### src/include/ft_fifo_macros.svh
//**************************************************
// widths shared by the FTDI bridge and its FIFOs
// bank depth is 2**addr width, counts stay 24 bits
//**************************************************

`ifndef FT_FIFO_MACROS_SVH
`define FT_FIFO_MACROS_SVH

// one byte on the FTDI bus
`define FT_DATA_WIDTH     8

// ingress bank address, 16 entries per bank
`define FT_IN_ADDR_WIDTH  4

// egress bank address, 16 entries per bank
`define FT_OUT_ADDR_WIDTH 4

// bank size and occupancy counts
`define FT_COUNT_WIDTH    24

`endif

### src/verilog/ft_fifo_pkg.sv
//**************************************************
// types for the FTDI 245 sync FIFO bridge
// active low pin fields keep the chip's polarity
//**************************************************

`include "ft_fifo_macros.svh"

package ft_fifo_pkg;

  typedef logic [`FT_DATA_WIDTH-1:0]  ft_byte_t;
  typedef logic [`FT_COUNT_WIDTH-1:0] fifo_count_t;

  // one bit per ping-pong bank
  typedef logic [1:0] bank_sel_t;

  // ingress word, flag set on the first byte of a chip burst
  typedef struct packed {
    logic     sof;
    ft_byte_t data;
  } in_word_t;

  // status pins from the chip
  typedef struct packed {
    logic rxf_n;
    logic txe_n;
  } ftdi_status_t;

  // strobes and output enable toward the chip
  typedef struct packed {
    logic rd_n;
    logic wr_n;
    logic oe_n;
  } ftdi_ctrl_t;

  typedef enum logic [1:0] {
    rd_idle,
    rd_wait_ftdi,
    rd_enable_output,
    rd_ftdi_read
  } read_state_t;

  typedef enum logic [1:0] {
    wr_idle,
    wr_fifo_ready,
    wr_send_to_ftdi
  } write_state_t;

endpackage

### src/verilog/ppfifo.sv
//**************************************************
// two-bank ping-pong FIFO on one clock
// banks are read in commit order, one at a time
//**************************************************

`timescale 1ns/1ps

module ppfifo
  import ft_fifo_pkg::*;
#(
  parameter int DATA_WIDTH = 8,
  parameter int ADDR_WIDTH = 4
) (
  input  logic                  ftdi_clk,
  input  logic                  rst,
  // write side
  output bank_sel_t             write_ready,
  input  bank_sel_t             write_activate,
  output fifo_count_t           write_fifo_size,
  input  logic                  write_strobe,
  input  logic [DATA_WIDTH-1:0] write_data,
  output logic                  starved,
  // read side
  input  logic                  read_strobe,
  output logic                  read_ready,
  input  logic                  read_activate,
  output fifo_count_t           read_count,
  output logic [DATA_WIDTH-1:0] read_data
);

  localparam int DEPTH = 1 << ADDR_WIDTH;
  localparam fifo_count_t BANK_SIZE = fifo_count_t'(DEPTH);

  typedef enum logic [1:0] {
    bank_empty,
    bank_filling,
    bank_committed,
    bank_reading
  } bank_state_t;

  bank_state_t           bank_state [2];
  fifo_count_t           bank_count [2];
  logic [DATA_WIDTH-1:0] mem [2][DEPTH];
  logic                  head_bank;
  logic [ADDR_WIDTH:0]   rd_ptr;

  logic                  wr_bank;
  logic                  wr_en;
  logic                  rd_en;
  logic                  head_live;
  logic                  head_release;
  logic [1:0]            commit;
  logic [1:0]            busy_next;

  // lower bank wins if the filler holds both
  assign wr_bank = write_activate[0] ? 1'b0 : 1'b1;

  // a claimed bank accepts words on the same cycle the claim is seen
  assign wr_en = write_strobe && write_activate[wr_bank] &&
                 (bank_state[wr_bank] == bank_empty ||
                  bank_state[wr_bank] == bank_filling) &&
                 (bank_count[wr_bank] < BANK_SIZE);

  assign head_live = (bank_state[head_bank] == bank_committed) ||
                     (bank_state[head_bank] == bank_reading);

  assign rd_en = read_strobe && read_activate && head_live &&
                 (fifo_count_t'(rd_ptr) < bank_count[head_bank]);

  assign head_release = (bank_state[head_bank] == bank_reading) && !read_activate;

  // per bank commit and next-cycle occupancy
  always_comb begin
    for (int b = 0; b < 2; b++) begin
      commit[b] = (bank_state[b] == bank_filling) && !write_activate[b] &&
                  (bank_count[b] != '0);
      busy_next[b] = (bank_state[b] == bank_committed) ||
                     ((bank_state[b] == bank_reading) && !head_release);
    end
  end

  always_ff @(posedge ftdi_clk) begin
    if (rst) begin
      bank_state[0] <= bank_empty;
      bank_state[1] <= bank_empty;
      bank_count[0] <= '0;
      bank_count[1] <= '0;
      head_bank     <= 1'b0;
      rd_ptr        <= '0;
    end else begin
      for (int b = 0; b < 2; b++) begin
        case (bank_state[b])
          bank_empty: begin
            if (write_activate[b]) begin
              bank_state[b] <= bank_filling;
            end
          end
          bank_filling: begin
            // nothing written means the bank just goes back
            if (!write_activate[b]) begin
              bank_state[b] <= commit[b] ? bank_committed : bank_empty;
            end
          end
          bank_committed: begin
            if (read_activate && (head_bank == 1'(b))) begin
              bank_state[b] <= bank_reading;
            end
          end
          default: begin
            if (!read_activate) begin
              bank_state[b] <= bank_empty;
              bank_count[b] <= '0;
            end
          end
        endcase
      end

      if (wr_en) begin
        bank_count[wr_bank] <= bank_count[wr_bank] + fifo_count_t'(1);
      end

      if (head_release) begin
        rd_ptr <= '0;
      end else if (rd_en) begin
        rd_ptr <= rd_ptr + 1'b1;
      end

      // head moves to the older committed bank
      if (head_release && (bank_state[~head_bank] == bank_committed)) begin
        head_bank <= ~head_bank;
      end
      if (commit[0] && !busy_next[1]) begin
        head_bank <= 1'b0;
      end
      if (commit[1] && !busy_next[0]) begin
        head_bank <= 1'b1;
      end
    end
  end

  always_ff @(posedge ftdi_clk) begin
    if (wr_en) begin
      mem[wr_bank][bank_count[wr_bank][ADDR_WIDTH-1:0]] <= write_data;
    end
  end

  assign write_ready[0]  = (bank_state[0] == bank_empty);
  assign write_ready[1]  = (bank_state[1] == bank_empty);
  assign write_fifo_size = BANK_SIZE;
  assign starved         = !busy_next[0] && !busy_next[1] && !head_live;

  assign read_ready = (bank_state[head_bank] == bank_committed);
  assign read_count = bank_count[head_bank];
  assign read_data  = mem[head_bank][rd_ptr[ADDR_WIDTH-1:0]];

endmodule

### src/verilog/ft_read_ctrl.sv
//**************************************************
// reads bursts from the chip into ingress banks
// waits for the write path to go idle before oe_n
//**************************************************

`timescale 1ns/1ps

module ft_read_ctrl
  import ft_fifo_pkg::*;
(
  input  logic         ftdi_clk,
  input  logic         rst,
  input  ftdi_status_t status,
  input  logic         write_busy,
  input  bank_sel_t    bank_ready,
  input  fifo_count_t  bank_size,
  input  ft_byte_t     data_in,
  output bank_sel_t    bank_activate,
  output logic         bank_strobe,
  output in_word_t     bank_word,
  output logic         rd_n,
  output logic         oe_n,
  output logic         read_busy
);

  read_state_t state;
  fifo_count_t room;
  logic        enable_reading;
  logic        prev_rxf_n;
  logic        sof;

  // chip advances its data on the same edge the byte is stored
  assign bank_strobe = (bank_activate != '0) && enable_reading &&
                       !status.rxf_n && (room != '0);
  assign rd_n        = ~bank_strobe;
  assign read_busy   = (state == rd_enable_output) || (state == rd_ftdi_read);
  assign bank_word   = '{sof: sof, data: data_in};

  // start of frame on the falling edge of rxf_n
  always_ff @(posedge ftdi_clk) begin
    if (rst) begin
      prev_rxf_n <= 1'b1;
      sof        <= 1'b0;
    end else begin
      if (prev_rxf_n && !status.rxf_n) begin
        sof <= 1'b1;
      end
      // first stored byte takes the flag
      if (bank_strobe) begin
        sof <= 1'b0;
      end
      prev_rxf_n <= status.rxf_n;
    end
  end

  always_ff @(posedge ftdi_clk) begin
    if (rst) begin
      state          <= rd_idle;
      bank_activate  <= '0;
      room           <= '0;
      enable_reading <= 1'b0;
      oe_n           <= 1'b1;
    end else begin
      enable_reading <= 1'b0;
      case (state)
        rd_idle: begin
          // lower free bank first
          if (bank_ready != '0) begin
            bank_activate <= bank_ready[0] ? 2'b01 : 2'b10;
            room          <= bank_size;
            state         <= rd_wait_ftdi;
          end
        end
        rd_wait_ftdi: begin
          if (!status.rxf_n && !write_busy) begin
            state <= rd_enable_output;
          end
        end
        rd_enable_output: begin
          oe_n  <= 1'b0;
          state <= rd_ftdi_read;
        end
        rd_ftdi_read: begin
          if ((room == '0) || status.rxf_n) begin
            // bank full or chip empty
            bank_activate <= '0;
            oe_n          <= 1'b1;
            state         <= rd_idle;
          end else begin
            enable_reading <= 1'b1;
            if (bank_strobe) begin
              room <= room - fifo_count_t'(1);
            end
          end
        end
        default: begin
          bank_activate <= '0;
          oe_n          <= 1'b1;
          state         <= rd_idle;
        end
      endcase
    end
  end

endmodule

### src/verilog/ft_write_ctrl.sv
//**************************************************
// drains egress banks to the chip while txe_n low
// pauses whenever the read path owns the bus
//**************************************************

`timescale 1ns/1ps

module ft_write_ctrl
  import ft_fifo_pkg::*;
(
  input  logic         ftdi_clk,
  input  logic         rst,
  input  ftdi_status_t status,
  input  logic         read_busy,
  input  logic         bank_ready,
  input  fifo_count_t  bank_count,
  output logic         bank_activate,
  output logic         bank_strobe,
  output logic         wr_n,
  output logic         write_busy
);

  write_state_t state;
  fifo_count_t  remaining;

  // chip strobe and FIFO pop are one signal
  assign bank_strobe = (state == wr_send_to_ftdi) && !status.txe_n &&
                       (remaining != '0) && !read_busy;
  assign wr_n        = ~bank_strobe;
  assign write_busy  = (state != wr_idle);

  always_ff @(posedge ftdi_clk) begin
    if (rst) begin
      state         <= wr_idle;
      bank_activate <= 1'b0;
      remaining     <= '0;
    end else begin
      case (state)
        wr_idle: begin
          if (bank_ready) begin
            remaining     <= bank_count;
            bank_activate <= 1'b1;
            state         <= wr_fifo_ready;
          end
        end
        wr_fifo_ready: begin
          // head word settles while the bank is claimed
          state <= wr_send_to_ftdi;
        end
        wr_send_to_ftdi: begin
          if (remaining == '0) begin
            bank_activate <= 1'b0;
            state         <= wr_idle;
          end else if (bank_strobe) begin
            remaining <= remaining - fifo_count_t'(1);
          end
        end
        default: begin
          bank_activate <= 1'b0;
          state         <= wr_idle;
        end
      endcase
    end
  end

endmodule

### src/verilog/ft_fifo_interface.sv
//**************************************************
// FTDI 245 sync FIFO bridge, all on ftdi_clk
// pad tristate lives outside, ftdi_data_oe drives it
//**************************************************

`timescale 1ns/1ps

`include "ft_fifo_macros.svh"

module ft_fifo_interface
  import ft_fifo_pkg::*;
(
  input  logic         ftdi_clk,
  input  logic         rst,
  // ingress, host side
  input  logic         in_fifo_read,
  output fifo_count_t  in_fifo_count,
  output logic         in_fifo_ready,
  input  logic         in_fifo_activate,
  output ft_byte_t     in_fifo_data,
  output logic         start_of_frame,
  // egress, host side
  input  logic         out_fifo_write,
  output fifo_count_t  out_fifo_write_size,
  output bank_sel_t    out_fifo_ready,
  input  bank_sel_t    out_fifo_activate,
  output logic         out_fifo_starved,
  input  ft_byte_t     out_fifo_data,
  // chip pins
  input  ftdi_status_t ftdi_status,
  output ftdi_ctrl_t   ftdi_ctrl,
  input  ft_byte_t     ftdi_data_in,
  output ft_byte_t     ftdi_data_out,
  output logic         ftdi_data_oe
);

  in_word_t    if_write_word;
  in_word_t    if_read_word;
  bank_sel_t   if_write_ready;
  bank_sel_t   if_write_activate;
  fifo_count_t if_write_fifo_size;
  logic        if_write_strobe;

  logic        of_read_ready;
  logic        of_read_activate;
  logic        of_read_strobe;
  fifo_count_t of_read_count;

  logic        read_busy;
  logic        write_busy;
  logic        rd_n;
  logic        wr_n;
  logic        oe_n;

  ppfifo #(
    .DATA_WIDTH ($bits(in_word_t)),
    .ADDR_WIDTH (`FT_IN_ADDR_WIDTH)
  ) fifo_in (
    .ftdi_clk        (ftdi_clk),
    .rst             (rst),
    .write_ready     (if_write_ready),
    .write_activate  (if_write_activate),
    .write_fifo_size (if_write_fifo_size),
    .write_strobe    (if_write_strobe),
    .write_data      (if_write_word),
    .starved         (),
    .read_strobe     (in_fifo_read),
    .read_ready      (in_fifo_ready),
    .read_activate   (in_fifo_activate),
    .read_count      (in_fifo_count),
    .read_data       (if_read_word)
  );

  // egress head byte sits on the bus until wr_n takes it
  ppfifo #(
    .DATA_WIDTH (`FT_DATA_WIDTH),
    .ADDR_WIDTH (`FT_OUT_ADDR_WIDTH)
  ) fifo_out (
    .ftdi_clk        (ftdi_clk),
    .rst             (rst),
    .write_ready     (out_fifo_ready),
    .write_activate  (out_fifo_activate),
    .write_fifo_size (out_fifo_write_size),
    .write_strobe    (out_fifo_write),
    .write_data      (out_fifo_data),
    .starved         (out_fifo_starved),
    .read_strobe     (of_read_strobe),
    .read_ready      (of_read_ready),
    .read_activate   (of_read_activate),
    .read_count      (of_read_count),
    .read_data       (ftdi_data_out)
  );

  ft_read_ctrl u_read_ctrl (
    .ftdi_clk      (ftdi_clk),
    .rst           (rst),
    .status        (ftdi_status),
    .write_busy    (write_busy),
    .bank_ready    (if_write_ready),
    .bank_size     (if_write_fifo_size),
    .data_in       (ftdi_data_in),
    .bank_activate (if_write_activate),
    .bank_strobe   (if_write_strobe),
    .bank_word     (if_write_word),
    .rd_n          (rd_n),
    .oe_n          (oe_n),
    .read_busy     (read_busy)
  );

  ft_write_ctrl u_write_ctrl (
    .ftdi_clk      (ftdi_clk),
    .rst           (rst),
    .status        (ftdi_status),
    .read_busy     (read_busy),
    .bank_ready    (of_read_ready),
    .bank_count    (of_read_count),
    .bank_activate (of_read_activate),
    .bank_strobe   (of_read_strobe),
    .wr_n          (wr_n),
    .write_busy    (write_busy)
  );

  assign in_fifo_data   = if_read_word.data;
  assign start_of_frame = if_read_word.sof;

  assign ftdi_ctrl = '{rd_n: rd_n, wr_n: wr_n, oe_n: oe_n};

  // fpga owns the bus whenever the chip's outputs are off
  assign ftdi_data_oe = oe_n;

endmodule

### config.mk
export PLATFORM = sky130hd
export DESIGN_NAME = ft_fifo_interface
export DESIGN_NICKNAME = d
export VERILOG_FILES = /design/src/verilog/ft_fifo_pkg.sv /design/src/verilog/ppfifo.sv /design/src/verilog/ft_read_ctrl.sv /design/src/verilog/ft_write_ctrl.sv /design/src/verilog/ft_fifo_interface.sv
export VERILOG_INCLUDE_DIRS = /design/src /design/src/include
export SDC_FILE = /design/constraint.sdc
export NUM_CORES = 1
export LEC_CHECK = 0
export CAP_MARGIN = 5
export CORE_MARGIN = 1
export CORE_UTILIZATION = 35
export DETAILED_ROUTE_END_ITERATION = 8
export DONT_BUFFER_PORTS = 1
export GPL_TIMING_DRIVEN = 0
export PLACE_DENSITY = 0.51
export SLEW_MARGIN = 20
export SYNTH_ARGS = -nofsm -noshare
export SYNTH_HDL_FRONTEND = slang
export SYNTH_SLANG_ARGS = --single-unit
### constraint.sdc
create_clock -name ftdi_clk -period 3.8 [get_ports ftdi_clk]
set_clock_uncertainty 0.1 [all_clocks]
set_input_delay 0.57 -clock ftdi_clk [delete_from_list [all_inputs] [get_ports ftdi_clk]]
set_output_delay 0.57 -clock ftdi_clk [all_outputs]
set_load 0.05 [all_outputs]
==> flow_summary_export.csv <==
group,metric,value,unit
worst_setup_path,crit_family,"simple AND/OR/NAND/NOR gates",
power,powerDensity,666,nW/um^2
power,ir_worst_vdd,0.432,mV
placement,port_buffers,0,
worst_setup_path,path_max_fanout,9,
detailed_routing,drt-met1-wl,32100,um
floorplan,die_w,295,um
clock_tree,cts_root_buf,"clkbuf_16",
power,p_leak,11.2,nW
hold_path,hold_start,"ftdi_status[1]",
sta,worst_pin_slew,1.01,ns
sta,final.period_utilization,102,%
grt,overflow,0,
placement,hpwl,49400,um
clock_tree,post_cts_buffers,0,
worst_setup_path,cp_data_arrival_time,4.02,ns
sta,fin_crit,3.89,ns
clock_tree,clock-sinks,721,
synthesis,async_flop_share,0,%
layout,area_growth_syn_to_layout,16.7,%
detailed_routing,ant_nets,0,
sta,max_slew_margin,32.9,%
sta,setup_tns,-2.12,ns
clock_tree,cts_buffers,78,
synthesis,synth_cell_types,68,
detailed_routing,drcViolationCount,0,
detailed_routing,wl_met3,5380,um
hold_path,min_to,"u_read_ctrl.oe_n$_SDFFE_PP1P_",
synthesis,ys.warnings.count,0,
worst_setup_path,worstSetupPathType,"reg -> reg",
detailed_routing,viasPerCell,5.09,
worst_setup_path,start_kind,"flip-flop",
synthesis,synth-main-ff-cell,"edfxtp_1",
sta,hold_viol,0,
layout,layout_commonest_cell,"edfxtp_1",
synthesis,ys_seq_area_share,69.4,%
worst_setup_path,rrSetupSlack,-0.09,ns
synthesis,netlist.area_leader.share,64.6,%
worst_setup_path,critPathMaxStageDelay,0.86,ns
grt,grt_max_degree,34,
synthesis,synthTopCellsByArea,"edfxtp_1, mux4_2, dfxtp_1",
detailed_routing,dr.pass1.iters,5,
floorplan,die_y,295,um
detailed_routing,top_layer,"met5",
detailed_routing,wl_met2,33400,um
sta,max_freq,257,MHz
detailed_routing,num_vias,16200,
detailed_routing,wirelength,72600,um
worst_setup_path,slowest_stage,"nor2_1",
synthesis,synth_area,30100,um^2
layout,final_cell_mix,"edfxtp_1, mux4_2, nor2_1",
floorplan,core-area,85300,um^2
run,drv_cap,0,
worst_setup_path,cp-end-kind,"flip-flop",
clock_tree,cts_tree,"yes",
detailed_routing,drtIter0Drc,1103,
status,violations,"setup timing",
grt,grt_pass1_vias,16800,
worst_setup_path,crit_buf_inv,0,
clock_tree,clk_pin_slew,0.06,ns
hold_path,holdPathStages,2,
synthesis,synth_seq_cells,721,
worst_setup_path,cp.required,3.94,ns
power,total_power,23.4,mW
sta,finalSetupViolations,48,
floorplan,pin_count,98,
floorplan,dieArea,87300,um^2
layout,antenna_cells,0,
sta,slew_violations,0,
worst_setup_path,worstRegToRegCells,6,
sta,grt_setup_unrepaired,"yes",
worst_setup_path,path_cells,"nor4_1 -> nand4_1 -> or4b_2 -> a21oi_1 -> nand2_1 -> nor2_1",
floorplan,rows,107,
synthesis,synthCells,1789,
synthesis,synth_top_cell_by_area,"edfxtp_1",
sta,setup_slack,-0.0870,ns
detailed_routing,wl_per_cell,22.8,um
worst_setup_path,rr_startpoint,"fifo_in.bank_count[0][17]$_SDFFCE_PN0P_",
grt,grt_antenna_before_repair,1,
clock_tree,clkLatencyLatePin,0.63,ns
layout,drive_gt1_share,23.4,%
grt,grt_first_pass_wirelength,108000,um
synthesis,synth-edff-count,648,
worst_setup_path,crit_start,"fifo_in.bank_count[0][17]$_SDFFCE_PN0P_",
clock_tree,cts-htree-levels,3,
hold_path,min_path_type,"in -> reg",
clock_tree,clock_path_buffers,3,
floorplan,initial_core_util,35.3,%
status,outcome,"finished, violations left",
worst_setup_path,r2r-end,"fifo_in.mem[1][52]$_DFFE_PP_",
grt,grt_usage,16.9,%
synthesis,avgSynthCellArea,16.8,um^2
layout,nNetsFinal,2036,
layout,nFillCells,7736,
placement,place_congestion,0.830,
report_power, final:
group	switching (mW)	internal [mW]
clock network	3.17	4.32
logic	4.07	2.43
registers	0.381	9.08
total	7.62	15.8
kinds of logic (layout without fill, tap and decap cells):
logic type	Yosys count	after routing	share of synthesized area (%)
xor gates and xnor gates	33	33	0.959
muxes	253	253	15.6
AOI/OAI and AO/OA	178	178	3.62
adders and majority gates	28	28	1.15
DFF	721	721	69.4
and+or+nand+nor	420	420	6.84
other	2	100	0.0249
buffers and inverters	154	307	2.39
stage by stage:
stage | worst slack, ns | cell area, um^2 | cells | util, % | hold slack (ns)
after floorplan | -0.203 | 30500 | 1887 | - | 0.348
after global routing | -0.235 | 35200 | 3184 | 41.3 | 0.112
final | -0.0870 | 35200 | 3184 | 41.3 | 0.104
after detailed placement | -0.449 | 32000 | 3032 | 37.5 | 0.379
after global placement | -1.64 | 31900 | 3031 | 37.5 | 0.367
after CTS | -0.111 | 35000 | 3184 | 41.1 | 0.0600
registers in the layout, indices dropped and copies added, names as in the netlist, named ones only:
register                    count
u_write_ctrl.state              2
fifo_out.mem                  256
u_read_ctrl.prev_rxf_n          1
u_read_ctrl.oe_n                1
u_write_ctrl.bank_activate      1
u_read_ctrl.enable_reading      1
u_read_ctrl.sof                 1
fifo_in.bank_state              4
fifo_in.rd_ptr                  5
fifo_out.bank_count            48
fifo_out.bank_state             4
u_read_ctrl.state               2
u_read_ctrl.bank_activate       2
fifo_out.head_bank              1
fifo_in.head_bank               1
fifo_out.rd_ptr                 5
fifo_in.mem                   288
u_read_ctrl.room               24
u_write_ctrl.remaining         24
fifo_in.bank_count             48
synthesized netlist by cell type, types with 25 or more instances:
master / n
nor3_1: 37
nor4_1: 41
inv_1: 37
clkbuf_1: 61
mux4_2: 170
o21ai_0: 49
mux2i_1: 45
a21oi_1: 62
ha_1: 27
dfxtp_1: 73
buf_4: 28
nand3_1: 28
nand2_1: 70
xnor2_1: 25
nor2_1: 155
edfxtp_1: 648
mux2_2: 38
how the worst max path moves through the flow:
stage                                                  end  slack, ns  cells past startpoint
floorplan           fifo_in.bank_count[0][0]$_SDFFCE_PN0P_      -0.20                      7
global placement    fifo_in.bank_count[1][8]$_SDFFCE_PN0P_      -1.64                      7
detailed placement         fifo_out.rd_ptr[4]$_SDFFE_PP0P_      -0.45                     13
CTS                           fifo_in.mem[0][47]$_DFFE_PP_      -0.11                      6
global route                   fifo_in.mem[0][7]$_DFFE_PP_      -0.24                      6
finish                        fifo_in.mem[1][52]$_DFFE_PP_      -0.09                      6
area by class of cell:
class | instances | area (um^2) | area share (%)
Buffer | 116 | 717 | 2.04
Clock buffer | 96 | 2030 | 5.77
Clock inverter | 40 | 489 | 1.39
Inverter | 37 | 139 | 0.395
Multi-Input combinational cell | 1012 | 9100 | 25.9
Sequential cell | 721 | 20900 | 59.5
Tap cell | 1144 | 1430 | 4.07
Timing Repair Buffer | 18 | 358 | 1.02
per-layer routing:
metal	GRT usage [%]	vias up
li1	-	7386
met1	22.9	8334
met2	26.4	383
met3	4.85	99
met4	4.95	2
met5	0	-
timing repair:
action / CTS / global route
setup endpoints to repair: 278 / 425
endpoints found under the hold margin: 513 / 0
resized for setup: 83 / 53
hold buffers: 17 / 0
(Power assumes the default switching activity.)
